### src/logic/cachePkg.sv
package cachePkg;

  // address split into tag, index and offset
  localparam int ADDR_W   = 32;
  localparam int XLEN     = 64;
  localparam int OFFSET_W = 5;
  localparam int INDEX_W  = 6;
  localparam int TAG_W    = ADDR_W - INDEX_W - OFFSET_W;

  // array geometry
  localparam int NUM_SETS = 1 << INDEX_W;
  localparam int HALF_W   = 128;
  localparam int LINE_W   = 2 * HALF_W;

  // memory side, one 64-bit word per beat
  localparam int BEATS    = LINE_W / XLEN;

  // request credits the cache may hold at once
  localparam int MEM_CREDITS = 2;
  localparam int CREDIT_W    = $clog2(MEM_CREDITS + 1);

  // payload of the tag SRAMs
  typedef logic [TAG_W-1:0] tagEntry_t;

endpackage

### src/logic/refillUnit.sv
`timescale 1ns/1ps

module refillUnit
  import cachePkg::*;
(
  input  logic              clk,
  input  logic              rst_n,
  input  logic              memCredit_i,
  input  logic              refillStart_i,
  input  logic [ADDR_W-1:0] missAddr_i,
  output logic              memReq_o,
  output logic [ADDR_W-1:0] memAddr_o,
  input  logic              memRdValid_i,
  input  logic [XLEN-1:0]   memRdData_i,
  input  logic              memRdLast_i,
  output logic              refillDone_o,
  output logic [LINE_W-1:0] refillLine_o
);

  logic [CREDIT_W-1:0] creditCnt;
  // a miss waiting for a credit
  logic                pending;
  // request sent, beats not all back yet
  logic                inFlight;
  logic [ADDR_W-1:0]   lineAddr;
  logic [LINE_W-1:0]   lineBuf;
  logic                lastBeat;

  assign lastBeat = memRdValid_i && memRdLast_i;

  // one line fetch at a time, and only with a credit in hand
  assign memReq_o  = pending && !inFlight && (creditCnt != '0);
  assign memAddr_o = lineAddr;

  always_ff @(posedge clk or negedge rst_n) begin
    if (!rst_n) begin
      creditCnt <= '0;
    end else begin
      creditCnt <= creditCnt + CREDIT_W'(memCredit_i) - CREDIT_W'(memReq_o);
    end
  end

  always_ff @(posedge clk or negedge rst_n) begin
    if (!rst_n) begin
      pending      <= 1'b0;
      inFlight     <= 1'b0;
      refillDone_o <= 1'b0;
    end else begin
      if (refillStart_i) begin
        pending <= 1'b1;
      end else if (memReq_o) begin
        pending <= 1'b0;
      end

      if (memReq_o) begin
        inFlight <= 1'b1;
      end else if (lastBeat) begin
        inFlight <= 1'b0;
      end

      // line buffer is complete the cycle after the last beat
      refillDone_o <= lastBeat;
    end
  end

  always_ff @(posedge clk) begin
    if (refillStart_i) begin
      lineAddr <= missAddr_i;
    end
  end

  // beats enter at the top, so the first (lowest) word ends up in bits 63:0
  always_ff @(posedge clk) begin
    if (memRdValid_i) begin
      lineBuf <= {memRdData_i, lineBuf[LINE_W-1 -: (BEATS-1)*XLEN]};
    end
  end

  assign refillLine_o = lineBuf;

endmodule

### config.mk
export PLATFORM = sky130hd
export DESIGN_NAME = refillUnit
export DESIGN_NICKNAME = d
export VERILOG_FILES = /design/src/logic/cachePkg.sv /design/src/logic/refillUnit.sv
export SDC_FILE = /design/constraint.sdc
export NUM_CORES = 1
export LEC_CHECK = 0
export BUFFER_PORTS_ARGS = -buffer_cell sky130_fd_sc_hd__buf_2
export CAP_MARGIN = 30
export CORE_AREA = 2 2 153 155
export DETAILED_ROUTE_END_ITERATION = 6
export DIE_AREA = 0 0 155 157
export PLACE_DENSITY = 0.71
export SLEW_MARGIN = 20
export SYNTH_ARGS = -nofsm -noshare
export SYNTH_HDL_FRONTEND = slang
export SYNTH_SLANG_ARGS = --single-unit
### constraint.sdc
create_clock -name clk -period 1.47 [get_ports clk]
set_input_delay 0.294 -clock clk [delete_from_list [all_inputs] [get_ports clk]]
set_output_delay 0.294 -clock clk [all_outputs]
set_load 0.01 [all_outputs]
==> summary.md, run 1 <==
The most common cell in the synthesized netlist is edfxtp_1. The final reports fail on negative setup slack. The post-place instance area came out at 11380 um2.

Along the worst path, the maximum fanout reaches 3. Share of synthesized flip-flops with an asynchronous set or reset: 1.706%. By startpoint and endpoint, the worst setup path is classified as flip-flop to primary output.

Net switching is 21.74% of the power. The count of nets left with antenna violations once routing finished came out at 0. After synthesis the netlist holds a flip-flop and latch count of 293. VDD sags by at most 1.134 mV. For the number of antenna violations at the first check in global routing, the log shows 1.

The cell count after placement was 997. The logs give 5.435 nW for the cell leakage power and 11 for the number of different library cells in the post-synthesis netlist. The max-slew violation total from the final report came out at 0. The clock passes through at most 3 buffers.

The logs give 202 for the initial DRC count and 305 for the number of instances in the synthesized netlist. Sequential power share: 54.1%. STA classifies the critical path endpoint as a primary output. The post-layout utilization of the core was 59.07%; the largest net degree at the start of global routing was 37. Tracing the worst setup path back leads to its startpoint at creditCnt[0].

Timing would allow up to 620.7 MHz. At the placement stage, the worst setup path has a slack of -0.02992 ns. After detailed routing, the number of vias per cell comes to 4.431. Per report_power, the combinational group accounts for 9.3% of the total. The vertical die dimension is 157 um, and the area of the die is 24340 um2. The remaining routing DRC violations is 0, and the standard cell core area is 22500 um2. The number of nets in the layout was 949; the clock slew at the register clock pins of the worst setup and hold paths was 0.06 ns. The layout overhead on the synthesized area was 49.97%; the total grt overflow was 0. The clock share of power is 36.6%, and the share of layout cells above drive strength 1 is 51.90%. The die width was 155 um. For this configuration, the core starts out at a cell density of 39.39%. Among all flip-flop cells after synthesis, the most frequent one is edfxtp_1. The average instance in the mapped netlist occupies 29.06 um2. At the end of routability-driven placement, the weighted congestion stood at 0.7745. The commonest cells after synthesis are edfxtp_1 (288), dfrtp_1 (5), ha_1 (2), inv_1 (2), xnor2_1 (2).

Headroom to the max-slew limit came out at 76.59%. The synthesized area was 8864 um2; the design internal power was 14.73 mW. The tools report the CTS root buffer as clkbuf_16. Setup violations remaining at the end of the flow were counted as 2.

The critical path data required time was 1.18 ns. At the later pin of the worst-skew pair, clock insertion delay measures 0.53 ns. Clock tree synthesis inserted a total of 29 buffers. Counting every net in the synthesized netlist gives 409. 392 I/O pins were placed. The biggest area consumer among synthesized cells is edfxtp_1. The flow ran to the end, but the final reports show violations. Post-route clock period utilization: 109.6%. The worst hold path class was input port to async pin. The final route contains 5104 vias. The tools report the total of max-cap violations as 0. The number of flops mapped to enable cells by yosys works out to 288. Dividing total power by cell area gives a power density of 1415 nW/um2. Smallest setup slack after layout: -0.1411 ns. The finished cells cover 13290 um2. Number of diodes: 0. The worst register-to-register path begins at creditCnt[0].

Data on the critical path arrives at its endpoint at 1.32 ns. The part of the Yosys area used for sequential elements came out at 98.98%. The run gives 29860 um as the wire length of the first global-routing pass. After detailed routing, the average wire length per cell comes to 17.84 um.

By area the synthesized netlist is led by edfxtp_1 (98%), dfrtp_1 (1.4%), ha_1 (0.28%), xnor2_1 (0.20%), mux2i_1 (0.11%). For the total detailed-routing wirelength, the log shows 20560 um. STA classifies the critical path startpoint as a flip-flop.

For the total iterations of the first detailed-routing run, the log shows 4. For the finished layout, the period the worst path requires is 1.611 ns. TritonCTS built the clock tree. Detailed placer's ending HPWL: 13770 um.

The transition time at the pin with the least slew margin was 0.3512 ns; the total number of yosys warnings was 0. Setup repair after global routing could not meet its margin everywhere. The number of levels in the clock H-tree was 1.

For this design the total switching power over the nets is 4.090 mW. During placement, the flow inserted port buffers numbering 391. After synthesis, the largest area contributor takes up 97.57% of total cell area.

The finished layout holds 1152 standard cells, fillers aside. The number of clock sinks seen by CTS is 293. The tools report the number of cell rows as 55.

The tools report the total negative slack as -0.2012 ns. The number of global-route vias before repair was 5459. Across every metal layer, demand over resource in global routing totals 16.06%.

The run gives 0 as the number of failing hold endpoints at the final stage. Clock skew on the completed layout was measured at 0.006136 ns.
## power groups by stage
stage / Sequential, mW / Clock, mW / Combinational [mW]
floorplan: 10.6 / 0 / 0.169
finish: 10.2 / 6.88 / 1.75
global route: 10.2 / 7.35 / 1.88
detailed placement: 10.3 / 0 / 1.45
CTS: 10.2 / 7.03 / 1.72
global placement: 10.3 / 0 / 1.41
## layout make-up
| cell class | count | area (um2) |
|---|---|---|
| clock buffers | 37 | 755.7 |
| clock inverters | 16 | 137.6 |
| fillers | 1630 | 9210 |
| inverters | 2 | 7.507 |
| multi-input cells | 10 | 98.84 |
| flip-flops and latches | 293 | 8773 |
| well taps | 285 | 356.6 |
| repair buffers | 509 | 3163 |
## path summary, 6_finish.rpt
check                                         to  slack [ns]  cells after the start
worst max-delay path                    memReq_o       -0.14                      3
worst min-delay path                creditCnt[0]        0.12                      2
worst max register to register      creditCnt[1]       -0.06                      7
worst min register to register  refillLine_o[45]        0.44                      0
max in group asynchronous           refillDone_o        1.22                      2
min in group clk                    memAddr_o[4]        0.14                      1
## through the flow
step,total power [mW],hold WS [ns]
finish,18.82,0.1209
global route,19.48,0.1115
CTS,18.94,0.08368
detailed placement,11.80,0.1122
global placement,11.73,0.1136
floorplan,10.77,-0.001591
## cell families (layout without fill, tap and decap cells)
logic type      after synthesis  count (layout)  share of synthesized area [%]
mux                           1               1                         0.1129
flops                       293             293                          98.98
compound gates                3               3                         0.2259
buf+inv                       2             564                        0.08473
xor+xnor                      2               2                         0.1977
fa+ha+maj                     2               2                         0.2823
simple gates                  2               2                         0.1129
## layer usage
| metal | up-vias | GRT usage [%] | routed length [um] |
|---|---|---|---|
| li1 | 2325 | - | - |
| met2 | 267 | 30.73 | 11310 |
| met5 | - | 0 | 13 |
| met1 | 2471 | 16.90 | 7121 |
| met3 | 39 | 4.295 | 1612 |
| met4 | 2 | 5.776 | 495 |
## state kept, by name, indices dropped and copies added (netlist names)
name / flops
creditCnt: 2
inFlight: 1
memAddr_o: 32
pending: 1
refillDone_o: 1
refillLine_o: 256
## layout by cell type, fill, tap and decap left out, types with 5 or more instances in the layout
cell	synthesis	routed
clkbuf_16	0	29
clkbuf_1	0	8
clkinv_1	0	9
dlygate4sd3_1	0	99
buf_4	0	14
buf_12	0	5
dfrtp_1	5	5
edfxtp_1	288	288
buf_2	0	390
## worst max-delay path, stage by stage, from the launching register on
cell     delay, ns
dfrtp_1       0.41
o21ai_2       0.19
nor2_2        0.06
buf_2         0.14
## timing repair
| action | 4_1_cts | 5_1_grt |
|---|---|---|
| endpoints found under the hold margin | 103 | 0 |
| resized for setup | 2 | 0 |
| endpoints found under the setup margin | 2 | 3 |
| pin swaps | 4 | 3 |
| setup buffers | 1 | 2 |
| hold buffers | 99 | 0 |
(Power assumes the default switching activity.)
==> run 2, diff against run 1 <==
- ABC_AREA: unset -> 1
==> run 2 against run 1 <==
The flow still finishes with violations (negative setup slack); first-iteration DRC count increased by 13%; clock power decreased by 2%; design area rose by 0.81%.
==> summary.md, run 2 <==
The flow ran to the end, but the final reports show violations. Violations in the final reports: negative setup slack (unchanged). The run gives 0 (unchanged) as the number of diodes. The biggest fanout along the worst timing path came out at 2 (was 3).

The top flip-flop cell by instance count after synthesis was edfxtp_1 (unchanged). The clock slew at the register clock pins of the worst setup and hold paths is 0.06 ns (about the same). The biggest area consumer among synthesized cells is edfxtp_1 (unchanged). Worst hold path class: input port to async pin (unchanged). The wire length per cell after detailed routing was 18.31 um (was 17.84 um); the largest net degree at the start of global routing was 36 (was 37). The cell with the most instances after synthesis was edfxtp_1 (unchanged). The run gives 1614 (was 1630) as the count of fill cells added during filler insertion. For the final non-filler cell total, the log shows 1168 (was 1152). The wire length of the first global-routing pass is 30590 um (was 29860 um), and the die width is 155 um (unchanged).

The total of buffers placed on input and output ports is 391 (unchanged). Share of synthesized flip-flops with an asynchronous set or reset: 1.706% (unchanged). The portion of synthesized cell area occupied by the leading cell type is 97.27% (was 97.57%). Standard cell core area: 22500 um2 (unchanged). The area used by sequential logic in the layout is 8773 um2 (unchanged), and the total grt overflow is 0 (unchanged). Total design power: 18.90 mW (was 18.82 mW). Number of levels in the clock H-tree: 1 (unchanged). The synthesized area was 8891 um2 (was 8864 um2). The transition time at the pin with the least slew margin was 0.3628 ns (was 0.3512 ns). The total iterations of the first detailed-routing run is 4 (unchanged). The combined area of the multi-input logic cells was 121.4 um2 (was 98.84 um2); the max-slew violation total from the final report was 0 (unchanged).

Most used standard cells in the synthesized netlist: edfxtp_1 (288), inv_1 (9), nand2_1 (9) (was edfxtp_1 (288), dfrtp_1 (5), ha_1 (2), inv_1 (2), xnor2_1 (2)). Critical setup path kind: flip-flop to primary output (unchanged). The CTS root buffer was clkbuf_16 (unchanged).

The number of failing hold endpoints at the final stage was 0 (unchanged). Worst-case clock buffer depth: 3 (unchanged). Weighted congestion at the end of routability-driven global placement: 0.7580 (was 0.7745).

The number of flip-flops in the largest register came out at 256 (unchanged). The total detailed-routing wirelength was 21390 um (was 20560 um). The total of endpoints with negative setup slack in the final report is 2 (unchanged), and the number of flops mapped to enable cells by yosys is 288 (unchanged). The run gives 16.56% (was 16.06%) as the global-route total usage across every layer. The nature of the critical path startpoint is a flip-flop (unchanged). The power per unit of standard cell area is 1411 nW/um2 (was 1415 nW/um2). The total negative slack was -0.1236 ns (was -0.2012 ns); the post-route clock skew was 0.02380 ns (was 0.006136 ns).

The number of antenna violations at the first check in global routing came out at 0 (was 1). Setup repair after global routing could not meet its margin everywhere. The initial core utilization came out at 39.51% (was 39.39%).

TritonCTS built the clock tree. The total of max-cap violations is 0 (unchanged), and the average cell area after synthesis is 27.96 um2 (was 29.06 um2). The run gives 293 (unchanged) as the number of clock sinks seen by CTS.

The part of the Yosys area used for sequential elements is 98.68% (was 98.98%). The vertical die dimension was 157 um (unchanged). The I/O pin count came out at 392 (unchanged). The run gives 422 (was 409) as the synthesized netlist net count.

Commonest cells after routing, fill and taps aside: buf_2 (388), edfxtp_1 (288), dlygate4sd3_1 (99) (was buf_2 (390), edfxtp_1 (288), dlygate4sd3_1 (99)). Most common library cell in the layout ignoring fill and taps: buf_2 (unchanged). For the total number of vias, the log shows 5154 (was 5104).

The initial DRC count was 228 (was 202); the cell count after placement was 1010 (was 997). The critical path data required time was 1.18 ns (about the same). Highest clock rate: 633.3 MHz (was 620.7 MHz). The register bit total from synthesis was 293 (unchanged); the share of layout cells above drive strength 1 was 51.87% (was 51.90%).

The number of nets in the layout is 969 (was 949), and the total CTS buffers is 29 (unchanged). The tools report the endpoint kind of the worst setup timing path as a primary output (unchanged). For the number of instances in the synthesized netlist, the log shows 318 (was 305).

The post-detailed-route count of antenna-violating nets was 0 (unchanged); the area of the die was 24340 um2 (unchanged). The tools report the cell leakage power as 5.509 nW (was 5.435 nW). The run gives 0 (unchanged) as the total number of yosys warnings.

Critical path data arrival time: 1.28 ns (was 1.32 ns). The tools report the relative max-transition margin as 75.81% (was 76.59%). Number of different library cells in the post-synthesis netlist: 9 (was 11). The later-pin clock latency in the skew report is 0.54 ns (was 0.53 ns). Leading cell types by total area after synthesis: edfxtp_1 (97%), dfrtp_1 (1.4%), inv_1 (0.38%), nand2_1 (0.38%), ha_1 (0.28%) (was edfxtp_1 (98%), dfrtp_1 (1.4%), ha_1 (0.28%), xnor2_1 (0.20%), mux2i_1 (0.11%)). The remaining routing DRC violations came out at 0 (unchanged). The layout overhead on the synthesized area is 50.72% (was 49.97%).

The post-route clock period utilization is 107.4% (was 109.6%). The smallest setup slack after layout came out at -0.1089 ns (was -0.1411 ns). The time the worst path needs with I/O delays and setup came out at 1.579 ns (was 1.611 ns).

For the detailed placer's ending HPWL, the log shows 13950 um (was 13770 um). The logs give 5406 (was 5459) for the number of global-route vias before repair and 55 (unchanged) for the number of cell rows. The post-detailed-route via-to-cell ratio works out to 4.413 (was 4.431).

The maximum ir drop on the vdd rail is 1.310 mV (was 1.134 mV).
-- run 2: stage by stage --
stage	worst slack [ns]	instance area, um2	utilization, %	hold WS (ns)
2_1_floorplan	0.1042	8891	-	-0.001591
3_3_place_gp	0.09845	11420	50.76	0.1117
3_5_place_dp	0.05855	11420	50.76	0.1163
4_1_cts	-0.1272	13310	59.14	0.08227
5_1_grt	-0.1697	13400	59.55	0.09170
6_report	-0.1089	13400	59.55	0.1159
-- run 2: cells by family after synthesis --
family / Yosys count / share of synthesized area, %
AOI/OAI and AO/OA: 2 / 0.1407
adders and majority gates: 2 / 0.2814
buffers and inverters: 9 / 0.3799
DFF: 293 / 98.68
and+or+nand+nor: 12 / 0.5206
-- run 2: per-layer routing --
layer	part of all wire, %	track usage, %	vias up
met3	8.4	5.396	35
met5	0	0	-
met2	54	30.96	274
met4	2.2	4.321	0
met1	36	18.12	2483
li1	-	-	2362
-- run 2: final cells by class --
cell class	instances	share of cell area (%)
well taps	285	2.661
clock inverters	10	0.7190
clock buffers	39	5.696
repair buffers	516	24.28
flip-flops and latches	293	65.47
multi-input cells	16	0.9057
inverters	9	0.2708
-- run 2: what timing repair did --
item / 4_1_cts / 5_1_grt
endpoints found under the setup margin: 5 / 13
gates cloned: 0 / 0
resized for setup: 2 / 10
setup buffers: 4 / 7
endpoints found under the hold margin: 103 / 0
hold buffers: 99 / 0
pin swaps: 2 / 5
-- run 2: power breakdown --
| group | internal [mW] | leakage [nW] | switching [mW] |
|---|---|---|---|
| sequential | 9.90 | 2.88 | 0.282 |
| combinational | 0.930 | 2.22 | 1.04 |
| clock | 3.95 | 0.415 | 2.81 |
| total | 14.8 | 5.51 | 4.13 |
-- run 2: path summary, 6_finish.rpt --
kind	startpoint	to	slack, ns	cells past startpoint
min in group clk	memRdValid_i	refillLine_o[64]	0.16	1
worst max-delay path	creditCnt[1]	memReq_o	-0.11	3
worst max register to register	creditCnt[1]	creditCnt[1]	0.06	8
max in group asynchronous	rst_n	pending	1.20	2
worst min-delay path	rst_n	creditCnt[1]	0.12	2
worst min register to register	refillLine_o[93]	refillLine_o[29]	0.44	0
-- run 2: worst max-delay path: stages, from the launching register on --
cell and delay (ns):
dfrtp_1 0.38, nor2_2 0.16, nor2_2 0.06, buf_2 0.14
