--- config.mk ---
export PLATFORM = sky130hd
export DESIGN_NAME = wayMeta
export DESIGN_NICKNAME = d
export VERILOG_FILES = /design/src/logic/cachePkg.sv /design/src/logic/wayMeta.sv
export SDC_FILE = /design/constraint.sdc
export NUM_CORES = 1
export LEC_CHECK = 0
export BUFFER_PORTS_ARGS = -buffer_cell sky130_fd_sc_hd__buf_2
export CORE_ASPECT_RATIO = 1.75
export CORE_UTILIZATION = 50
export CTS_CLUSTER_SIZE = 30
export DETAILED_ROUTE_END_ITERATION = 10
export GPL_ROUTABILITY_DRIVEN = 1
export PLACE_DENSITY = 0.69
export SLEW_MARGIN = 5
export SYNTH_ARGS = -nofsm -noshare
export SYNTH_HDL_FRONTEND = slang
export SYNTH_SLANG_ARGS = --single-unit
export TNS_END_PERCENT = 5
--- constraint.sdc ---
create_clock -name clk -period 2.5 [get_ports clk]
set_input_delay 0.375 -clock clk [delete_from_list [all_inputs] [get_ports clk]]
set_output_delay 0.375 -clock clk [all_outputs]
set_load 0.01 [all_outputs]
--- src/logic/cachePkg.sv ---
package cachePkg;

  // address split into tag, index and offset
  localparam int ADDR_W   = 32;
  localparam int XLEN     = 64;
  localparam int OFFSET_W = 5;
  localparam int INDEX_W  = 6;
  localparam int TAG_W    = ADDR_W - INDEX_W - OFFSET_W;

  // array geometry
  localparam int NUM_SETS = 1 << INDEX_W;
  localparam int HALF_W   = 128;
  localparam int LINE_W   = 2 * HALF_W;

  // memory side, one 64-bit word per beat
  localparam int BEATS    = LINE_W / XLEN;

  // request credits the cache may hold at once
  localparam int MEM_CREDITS = 2;
  localparam int CREDIT_W    = $clog2(MEM_CREDITS + 1);

  // payload of the tag SRAMs
  typedef logic [TAG_W-1:0] tagEntry_t;

endpackage

--- src/logic/wayMeta.sv ---
`timescale 1ns/1ps

module wayMeta
  import cachePkg::*;
(
  input  logic               clk,
  input  logic               rst_n,
  input  logic [INDEX_W-1:0] lookupIndex_i,
  input  logic               lookupEn_i,
  input  logic [TAG_W-1:0]   reqTag_i,
  input  logic [INDEX_W-1:0] reqIndex_i,
  input  tagEntry_t          tagWay0_i,
  input  tagEntry_t          tagWay1_i,
  input  logic               hitUpdate_i,
  input  logic               fillEn_i,
  output logic               hit_o,
  output logic               hitWay_o,
  output logic               victim_o
);

  // per set valid bits for each way and the least recently used way
  logic [NUM_SETS-1:0] valid0;
  logic [NUM_SETS-1:0] valid1;
  logic [NUM_SETS-1:0] lruWay;

  // valid bits sampled together with the SRAM read
  logic validQ0;
  logic validQ1;
  logic hit0;
  logic hit1;

  always_ff @(posedge clk or negedge rst_n) begin
    if (!rst_n) begin
      validQ0 <= 1'b0;
      validQ1 <= 1'b0;
    end else if (lookupEn_i) begin
      validQ0 <= valid0[lookupIndex_i];
      validQ1 <= valid1[lookupIndex_i];
    end
  end

  // tags come straight out of the tag SRAMs in the compare cycle
  assign hit0 = validQ0 && (tagWay0_i == reqTag_i);
  assign hit1 = validQ1 && (tagWay1_i == reqTag_i);

  assign hit_o    = hit0 || hit1;
  assign hitWay_o = hit1;

  // fill an empty way first, otherwise evict the LRU one
  always_comb begin
    if (!valid0[reqIndex_i]) begin
      victim_o = 1'b0;
    end else if (!valid1[reqIndex_i]) begin
      victim_o = 1'b1;
    end else begin
      victim_o = lruWay[reqIndex_i];
    end
  end

  always_ff @(posedge clk or negedge rst_n) begin
    if (!rst_n) begin
      valid0 <= '0;
      valid1 <= '0;
      lruWay <= '0;
    end else if (fillEn_i) begin
      if (victim_o) begin
        valid1[reqIndex_i] <= 1'b1;
      end else begin
        valid0[reqIndex_i] <= 1'b1;
      end
      // freshly filled way becomes most recent
      lruWay[reqIndex_i] <= ~victim_o;
    end else if (hitUpdate_i) begin
      lruWay[reqIndex_i] <= ~hitWay_o;
    end
  end

endmodule

==> report_table.html, run 1 <==
<table>
<tr><th>Metric</th><th>Value</th></tr>
<tr><th colspan="2">Run status</th></tr>
<tr><td>Run status</td><td>complete, but fails checks</td></tr>
<tr><td>Violated checks</td><td>negative setup slack</td></tr>
<tr><th colspan="2">Die</th></tr>
<tr><td>Core Area</td><td>21,700 µm²</td></tr>
<tr><td>Die X</td><td>115 µm</td></tr>
<tr><td>Cell Rows</td><td>71</td></tr>
<tr><td>Effective utilization at floorplan</td><td>between 50 and 60%</td></tr>
<tr><td>Total I/O pin count</td><td>83</td></tr>
<tr><td>Die H</td><td>199 µm</td></tr>
<tr><td>Area enclosed by the die boundary</td><td>22,900 µm²</td></tr>
<tr><th colspan="2">Global routing</th></tr>
<tr><td>Maximum number of pins on one net before global-route repair</td><td>69</td></tr>
<tr><td>Number of global-route vias before repair</td><td>9,828</td></tr>
<tr><td>Total routing resource utilization after global routing</td><td>32.3%</td></tr>
<tr><td>Total overflow reported by the global router</td><td>0</td></tr>
<tr><td>Number of antenna violations at the first check in global routing</td><td>0</td></tr>
<tr><td>Wire length of the first global-routing pass</td><td>53.9 mm</td></tr>
<tr><th colspan="2">Routing</th></tr>
<tr><td>Remaining design rule violation count</td><td>0</td></tr>
<tr><td>Number of nets with antenna violations after routing</td><td>0</td></tr>
<tr><td>Final wirelength</td><td>~35 mm</td></tr>
<tr><td>Drt first-iter violations</td><td>714</td></tr>
<tr><td>First-pass iteration count of the detailed router</td><td>5</td></tr>
<tr><td>Wire length per cell</td><td>between 20 and 25 µm</td></tr>
<tr><td>Vias after detailed routing</td><td>9,400</td></tr>
<tr><td>Post-detailed-route via-to-cell ratio</td><td>about 6.4</td></tr>
<tr><th colspan="2">Clock tree</th></tr>
<tr><td>Clock-pin slew of the registers on the worst-case setup and hold paths</td><td>70 ps</td></tr>
<tr><td>Clock insertion delay at the later pin of the skew report</td><td>460 ps</td></tr>
<tr><td>H-Tree Depth</td><td>4</td></tr>
<tr><td>CTS Sinks</td><td>just under 200</td></tr>
<tr><td>Cell chosen for the clock root</td><td>clkbuf_16</td></tr>
<tr><td>Longest Clk Path Bufs</td><td>2</td></tr>
<tr><td>TritonCTS clock tree</td><td>done</td></tr>
<tr><td>Number of clock buffers inserted by TritonCTS</td><td>17</td></tr>
<tr><th colspan="2">Timing</th></tr>
<tr><td>Tcrit/Tclk final</td><td>114%</td></tr>
<tr><td>Number of hold violations in the final report</td><td>0</td></tr>
<tr><td>Sum of negative setup slack</td><td>-20,250 ps</td></tr>
<tr><td>Highest attainable clock frequency</td><td>350 MHz</td></tr>
<tr><td>RSZ-0062 raised after global routing</td><td>true</td></tr>
<tr><td>Worst clock skew</td><td>9.52 ps</td></tr>
<tr><td># setup viols final</td><td>about 150</td></tr>
<tr><td>Relative slew margins</td><td>34.4%</td></tr>
<tr><td>Post-layout worst setup margin</td><td>-360 ps</td></tr>
<tr><td>Actual transition at the worst max-transition pin</td><td>984 ps</td></tr>
<tr><td>Max-slew violation count</td><td>0</td></tr>
<tr><td>Crit path time final</td><td>2860 ps</td></tr>
<tr><th colspan="2">Layout</th></tr>
<tr><td>Nets</td><td>1,240</td></tr>
<tr><td>Fillers</td><td>1,704</td></tr>
<tr><td>Relative area change from synthesis to final layout</td><td>24.3%</td></tr>
<tr><td>Fraction of layout cells with a size suffix above 1</td><td>36.9%</td></tr>
<tr><td>Total inserted antenna cells</td><td>0</td></tr>
<tr><td>Final std cells w/o fill</td><td>1,465</td></tr>
<tr><th colspan="2">Worst setup path</th></tr>
<tr><td>Critical path arrival</td><td>roughly 2500 ps</td></tr>
<tr><td>Highest net fanout along the worst path</td><td>2</td></tr>
<tr><td>Required time of the critical path</td><td>approximately 2100 ps</td></tr>
<tr><td>Crit start category</td><td>flip-flop</td></tr>
<tr><td>Type of the worst setup path</td><td>flip-flop to primary output</td></tr>
<tr><td>Kind of capture point of the worst setup path</td><td>primary output</td></tr>
<tr><th colspan="2">Yosys</th></tr>
<tr><td>Total number of yosys warnings</td><td>0</td></tr>
<tr><td>Count of flip-flops with a built-in enable after synthesis</td><td>0</td></tr>
<tr><td>Synth Instances</td><td>981</td></tr>
<tr><td>Synthesized cell area</td><td>11,100 µm²</td></tr>
<tr><td>Fraction of registers with async set/reset</td><td>100%</td></tr>
<tr><td>Register area share after synthesis</td><td>43.7%</td></tr>
<tr><td>Post-Syn Nets</td><td>1,061</td></tr>
<tr><td>Avg Inst Size Synth</td><td>between 10 and 15 µm²</td></tr>
<tr><td>Dominant register cell in the synthesized netlist</td><td>dfrtp_1</td></tr>
<tr><td>Synthesized flop and latch total</td><td>194</td></tr>
<tr><td>Library cells used by synthesis</td><td>between 60 and 70</td></tr>
<tr><th colspan="2">Power and ir drop</th></tr>
<tr><td>Max IR drop VDD</td><td>507 µV</td></tr>
<tr><td>Power density over the cells</td><td>about 700 nW/µm²</td></tr>
<tr><td>Leakage power of the design</td><td>5.91 nW</td></tr>
<tr><th colspan="2">Flow run</th></tr>
<tr><td>Reported max-cap violation count</td><td>0</td></tr>
<tr><th colspan="2">Placed design</th></tr>
<tr><td>IO buf count</td><td>82</td></tr>
<tr><td>Placed Instances</td><td>1,424</td></tr>
<tr><td>Weighted congestion at the end of routability-driven global placement</td><td>0.868</td></tr>
<tr><td>DP HPWL</td><td>25.1 mm</td></tr>
<tr><th colspan="2">Worst hold path</th></tr>
<tr><td>Class of the worst hold path</td><td>primary input to flip-flop</td></tr>
</table>
through the flow:
stage          hold slack (ps)  setup WS [ps]  instance area (µm²)  total power, mW  utilization (%)
2_1_floorplan             79.4          -18.9                11200             5.62                -
3_3_place_gp               428           -472                12900             6.53             59.6
3_5_place_dp               432           -566                12900             6.60             59.6
4_1_cts                    187           -297                13700             9.70             63.1
5_1_grt                    196           -408                13800             10.2             63.7
6_report                   190           -360                13800             9.77             63.7
metal layers:
metal | vias to the layer above | global-route usage (%) | wire length [µm]
met2 | 470 | 56.3 | 17900
met3 | 152 | 5.94 | 2120
met5 | - | 0 | 0
li1 | 4075 | - | -
met1 | 4703 | 34.7 | 12500
met4 | 0 | 23.9 | 2490
critical path, stage by stage, from the launching register on:
cell and delay (ps):
dfrtp_1 400, mux2_2 290, a221oi_2 220, o22ai_1 150, a211oi_4 280, nand4_1 200
a31oi_4 320, buf_2 180
cell usage in the layout (no fill, tap or decap), drive strengths merged, types with 5 or more instances in the layout:
cell,instances
clkinv,5
mux2,13
o21bai,64
mux2i,41
buf,246
nand2,106
or2,5
clkbuf,26
xor2,8
nand3,7
and2,5
o21ai,79
dfrtp,194
mux4,53
o22ai,14
a22oi,8
nand2b,5
a21oi,13
xnor2,34
nor2b,9
nor2,31
bufinv,5
a221oi,12
and3b,5
inv,5
o31ai,60
a31o,66
nand4,10
registers in the layout (all words and copies together), names as in the netlist:
register,count
validQ1,1
valid0,64
lruWay,64
valid1,64
validQ0,1
area by class of cell:
type                    count  area (µm²)  area share (%)
multi-input cells         690        5870            42.5
flip-flops and latches    194        4850            35.1
repair buffers            252        2060            14.9
clock buffers              22         474            3.43
well taps                 292         365            2.64
clock inverters            10         179            1.29
inverters                   5        18.8           0.136
final timing paths:
| check | start | endpoint | slack, ps | cells after the start |
|---|---|---|---|---|
| setup / recovery | valid1[20] | victim_o | -360 | 7 |
| hold / removal | lookupEn_i | validQ0 | 190 | 2 |
| setup reg to reg | valid1[20] | valid1[9] | -200 | 10 |
| hold reg to reg | valid1[26] | valid1[26] | 490 | 1 |
| max in group asynchronous | rst_n | valid1[8] | 1300 | 3 |
| min in group asynchronous | rst_n | lruWay[11] | 480 | 2 |
power by group:
group / switching (mW) / total (mW) / internal, mW
Combinational: 1.24 / 2.58 / 1.34
Sequential: 0.424 / 4.15 / 3.72
Clock: 1.20 / 3.05 / 1.85
Total: 2.86 / 9.77 / 6.91
repair_timing:
item / 4_1_cts / 5_1_grt
buffers inserted: 2 / 3
resized for setup: 12 / 18
endpoints found under the setup margin: 138 / 176
cloned: 1 / 2
hold buffers: 1 / 0
endpoints found under the hold margin: 64 / 0
pin swaps: 8 / 9
cells by family after synthesis:
logic type | count (synthesis) | share of synthesized area (%)
buffers and inverters | 97 | 4.85
AOI/OAI and AO/OA | 342 | 24.1
xor gates and xnor gates | 42 | 3.31
muxes | 107 | 15.8
and+or+nand+nor | 199 | 8.28
DFF | 194 | 43.7
Yosys cell counts, types with 10 or more instances:
| cell type | count | area share [%] |
|---|---|---|
| a21oi_1 | 11 | 0.50 |
| a221oi_1 | 12 | 0.95 |
| a31o_1 | 46 | 3.6 |
| a31o_2 | 20 | 1.6 |
| buf_2 | 14 | 0.63 |
| buf_4 | 10 | 0.68 |
| buf_6 | 16 | 1.6 |
| clkbuf_1 | 43 | 1.5 |
| dfrtp_1 | 194 | 44 |
| mux2i_1 | 41 | 3.7 |
| mux4_2 | 53 | 11 |
| nand2_1 | 106 | 3.6 |
| nand4_1 | 10 | 0.56 |
| nor2_1 | 31 | 1.0 |
| o21ai_0 | 66 | 3.0 |
| o21ai_1 | 13 | 0.59 |
| o21bai_1 | 64 | 4.3 |
| o22ai_1 | 14 | 0.79 |
| o31ai_1 | 27 | 1.8 |
| o31ai_2 | 33 | 3.7 |
| xnor2_1 | 34 | 2.7 |
(Power assumes the default switching activity.)
==> run 2, diff against run 1 <==
==> constraint.sdc (replaced) <==
create_clock -name clk -period 2.4 [get_ports clk]
set_input_delay 0.36 -clock clk [delete_from_list [all_inputs] [get_ports clk]]
set_output_delay 0.36 -clock clk [all_outputs]
set_load 0.01 [all_outputs]
==> run 2 against run 1 <==
Largest cell class unchanged; critical endpoint unchanged; register-to-register slack hardly changed; cell area increased by 0.71%; the flow still finishes with violations (negative setup slack); highest routed layer unchanged; count of clock-buffer cells in the layout decreased by 2.
==> report_table.html, run 2 (synthesis results as in run 1) <==
<table>
<tr><th>Metric</th><th>Value</th></tr>
<tr><th colspan="2">Run status</th></tr>
<tr><td>Run status</td><td>complete, but fails checks</td></tr>
<tr><td>Violated checks</td><td>negative setup slack</td></tr>
<tr><th colspan="2">Worst setup path</th></tr>
<tr><td>Type of the worst setup path</td><td>flip-flop to primary output</td></tr>
<tr><td>RR Endpoint</td><td>lruWay[12]</td></tr>
<tr><td>Crit start category</td><td>flip-flop</td></tr>
<tr><td>Highest net fanout along the worst path</td><td>2 (unchanged)</td></tr>
<tr><td>Startpoint of the most critical register-to-register path</td><td>valid0[25]</td></tr>
<tr><td>Kind of capture point of the worst setup path</td><td>primary output</td></tr>
<tr><td>Register-to-register path setup slack</td><td>-190 ps (about the same)</td></tr>
<tr><td>Required time of the critical path</td><td>2040 ps (-80 ps)</td></tr>
<tr><td>Count of cells along the worst register-to-register path</td><td>10 (unchanged)</td></tr>
<tr><td>Critical path arrival</td><td>2420 ps (-70 ps)</td></tr>
<tr><th colspan="2">Power and ir drop</th></tr>
<tr><td>Leakage power of the design</td><td>5.95 nW (+0.59%)</td></tr>
<tr><td>Power density over the cells</td><td>716 nW/µm² (+1.2%)</td></tr>
<tr><td>Max IR drop VDD</td><td>547 µV (+7.8%)</td></tr>
<tr><td>Total power draw</td><td>9.96 mW (+1.9%)</td></tr>
<tr><th colspan="2">Clock tree</th></tr>
<tr><td>Number of clock buffers inserted by TritonCTS</td><td>17 (unchanged)</td></tr>
<tr><td>Longest Clk Path Bufs</td><td>2 (unchanged)</td></tr>
<tr><td>CTS Sinks</td><td>194 (unchanged)</td></tr>
<tr><td>TritonCTS clock tree</td><td>done</td></tr>
<tr><td>Clock-pin slew of the registers on the worst-case setup and hold paths</td><td>70 ps (about the same)</td></tr>
<tr><td>Cell chosen for the clock root</td><td>clkbuf_16</td></tr>
<tr><td>H-Tree Depth</td><td>4 (unchanged)</td></tr>
<tr><td>Clock insertion delay at the later pin of the skew report</td><td>460 ps (about the same)</td></tr>
<tr><th colspan="2">Timing</th></tr>
<tr><td>Hold slack final</td><td>196 ps (+6.09 ps)</td></tr>
<tr><td>Crit path time final</td><td>2780 ps</td></tr>
<tr><td>RSZ-0062 raised after global routing</td><td>true</td></tr>
<tr><td># setup viols final</td><td>121 (-21%)</td></tr>
<tr><td>Post-layout worst setup margin</td><td>-381 ps (-21.2 ps)</td></tr>
<tr><td>Actual transition at the worst max-transition pin</td><td>607 ps (-376 ps)</td></tr>
<tr><td>Tcrit/Tclk final</td><td>116%</td></tr>
<tr><td>Max-slew violation count</td><td>0 (unchanged)</td></tr>
<tr><td>Number of hold violations in the final report</td><td>0 (unchanged)</td></tr>
<tr><td>Highest attainable clock frequency</td><td>360 MHz</td></tr>
<tr><td>Worst clock skew</td><td>11.2 ps (+1.64 ps)</td></tr>
<tr><td>Relative slew margins</td><td>59.3% (+25 points)</td></tr>
<tr><th colspan="2">Placed design</th></tr>
<tr><td>Weighted congestion at the end of routability-driven global placement</td><td>0.914 (+5.3%)</td></tr>
<tr><td>DP HPWL</td><td>25.2 mm (+0.46%)</td></tr>
<tr><td>IO buf count</td><td>82 (unchanged)</td></tr>
<tr><td>Placed Instances</td><td>1,413 (-0.77%)</td></tr>
<tr><th colspan="2">Flow run</th></tr>
<tr><td>Reported max-cap violation count</td><td>0 (unchanged)</td></tr>
<tr><th colspan="2">Layout</th></tr>
<tr><td>Largest registers</td><td>lruWay (64), valid0 (64), valid1 (64)</td></tr>
<tr><td>Final std cells w/o fill</td><td>1,469 (+0.27%)</td></tr>
<tr><td>Total inserted antenna cells</td><td>0 (unchanged)</td></tr>
<tr><td>Leading cell types in the layout, fill and taps excluded</td><td>194 x dfrtp_1, 134 x buf_4, 104 x nand2_1, 78 x buf_2, 65 x o21ai_0</td></tr>
<tr><td>Footprint of the multi-input gates</td><td>5910 µm² (+0.70%)</td></tr>
<tr><td>Fillers</td><td>1,728 (+1.4%)</td></tr>
<tr><td>Final cell utilization of the core</td><td>64.2% (+0.46 points)</td></tr>
<tr><td>Relative area change from synthesis to final layout</td><td>25.2%</td></tr>
<tr><td>Most common cell after layout, fill and taps aside</td><td>dfrtp_1</td></tr>
<tr><td>Nets</td><td>1,245 (+0.40%)</td></tr>
<tr><td>FF+latch area</td><td>4850 µm² (unchanged)</td></tr>
<tr><td>Fraction of layout cells with a size suffix above 1</td><td>37.6% (+0.72 points)</td></tr>
<tr><th colspan="2">Routing</th></tr>
<tr><td>Final wirelength</td><td>36.6 mm (+4.3%)</td></tr>
<tr><td>Met1 wire length</td><td>12.9 mm (+3.4%)</td></tr>
<tr><td>Vias after detailed routing</td><td>9,391 (-0.096%)</td></tr>
<tr><td>Post-detailed-route via-to-cell ratio</td><td>6.39 (-0.37%)</td></tr>
<tr><td>Drt first-iter violations</td><td>685 (-4.1%)</td></tr>
<tr><td>Wire length per cell</td><td>24.9 µm (+4.0%)</td></tr>
<tr><td>Met2 WL post-DR</td><td>18.8 mm (+4.7%)</td></tr>
<tr><td>Number of nets with antenna violations after routing</td><td>0 (unchanged)</td></tr>
<tr><td>First-pass iteration count of the detailed router</td><td>5 (unchanged)</td></tr>
<tr><td>Detailed route wirelength on metal3</td><td>2.45 mm (+15%)</td></tr>
<tr><td>Uppermost signal routing layer after detailed routing</td><td>met4</td></tr>
<tr><td>Remaining design rule violation count</td><td>0 (unchanged)</td></tr>
<tr><th colspan="2">Die</th></tr>
<tr><td>Total I/O pin count</td><td>83 (unchanged)</td></tr>
<tr><td>Core Area</td><td>21,700 µm² (unchanged)</td></tr>
<tr><td>Effective utilization at floorplan</td><td>51.3% (unchanged)</td></tr>
<tr><td>Die H</td><td>199 µm (unchanged)</td></tr>
<tr><td>Die X</td><td>115 µm (unchanged)</td></tr>
<tr><td>Area enclosed by the die boundary</td><td>22,900 µm² (unchanged)</td></tr>
<tr><td>Cell Rows</td><td>71 (unchanged)</td></tr>
<tr><th colspan="2">Global routing</th></tr>
<tr><td>Number of global-route vias before repair</td><td>9,708 (-1.2%)</td></tr>
<tr><td>Total overflow reported by the global router</td><td>0 (unchanged)</td></tr>
<tr><td>Number of antenna violations at the first check in global routing</td><td>0 (unchanged)</td></tr>
<tr><td>Maximum number of pins on one net before global-route repair</td><td>65 (-5.8%)</td></tr>
<tr><td>Total routing resource utilization after global routing</td><td>32.7% (+0.35 points)</td></tr>
<tr><td>Wire length of the first global-routing pass</td><td>54.2 mm (+0.50%)</td></tr>
<tr><th colspan="2">Worst hold path</th></tr>
<tr><td>Class of the worst hold path</td><td>primary input to flip-flop</td></tr>
<tr><td>Startpoint of the most critical hold path</td><td>lookupEn_i</td></tr>
<tr><td>Endpoint with the worst hold slack</td><td>validQ0</td></tr>
<tr><td>Hold path cells</td><td>2 (unchanged)</td></tr>
</table>
## run 2: cell count changes in the layout (fill, tap and decap cells not counted), sizes merged
cell and change:
buf +5, bufbuf -1, bufinv -3, clkbuf -1, clkinv -1, clkinvlp +5
## run 2: critical path: stages (launching register included)
cell	delay (ps)
dfrtp_1	420
mux4_2	540
nand2_2	90
a21oi_2	60
a211oi_2	200
nand4_1	180
a31oi_4	240
buf_12	140
buf_6	90
## run 2: worst max path at each step
stage | endpoint | slack (ps) | cells after the start | startpoint
after global routing | victim_o | -430 | 8 | valid1[47]
after global placement | victim_o | -470 | 13 | reqIndex_i[0]
after detailed placement | valid0[54] | -500 | 14 | reqIndex_i[0]
after CTS | victim_o | -350 | 8 | valid1[47]
final | victim_o | -380 | 8 | valid1[47]
after floorplan | victim_o | -90 | 11 | reqIndex_i[2]
## run 2: what timing repair did
action                     4_1_cts  5_1_grt
setup endpoints to repair       29      140
buffers inserted                 8       12
hold buffers                     1        0
hold endpoints to repair        60        0
resized for setup               17       37
cloned                           0        4
pin swaps                        9       57
## run 2: metrics by stage
step | setup TNS (ps) | instance area, µm² | worst slack [ps]
5_1_grt | -20770 | 13900 | -427
3_5_place_dp | -74910 | 12800 | -504
6_report | -12990 | 13900 | -381
3_3_place_gp | -68780 | 12800 | -467
4_1_cts | -995 | 13500 | -349
2_1_floorplan | -204 | 11200 | -88.9
## run 2: routing by layer
metal / vias up / GRT usage (%)
met4: 0 / 21.6
met5: - / 0
met2: 477 / 56.9
li1: 4083 / -
met3: 153 / 6.70
met1: 4678 / 35.7
## run 2: layout make-up
| type | instances | share of cell area (%) |
|---|---|---|
| inverters | 5 | 0.135 |
| multi-input cells | 690 | 42.5 |
| clock buffers | 20 | 3.28 |
| repair buffers | 257 | 15.6 |
| clock inverters | 11 | 0.953 |
| flip-flops and latches | 194 | 34.9 |
| well taps | 292 | 2.63 |
## run 2: power by group
group / total (mW) / internal [mW] / leakage (nW) / switching (mW)
Sequential: 4.32 / 3.88 / 2.53 / 0.440
Clock: 2.88 / 1.59 / 0.271 / 1.29
Combinational: 2.77 / 1.43 / 3.14 / 1.33
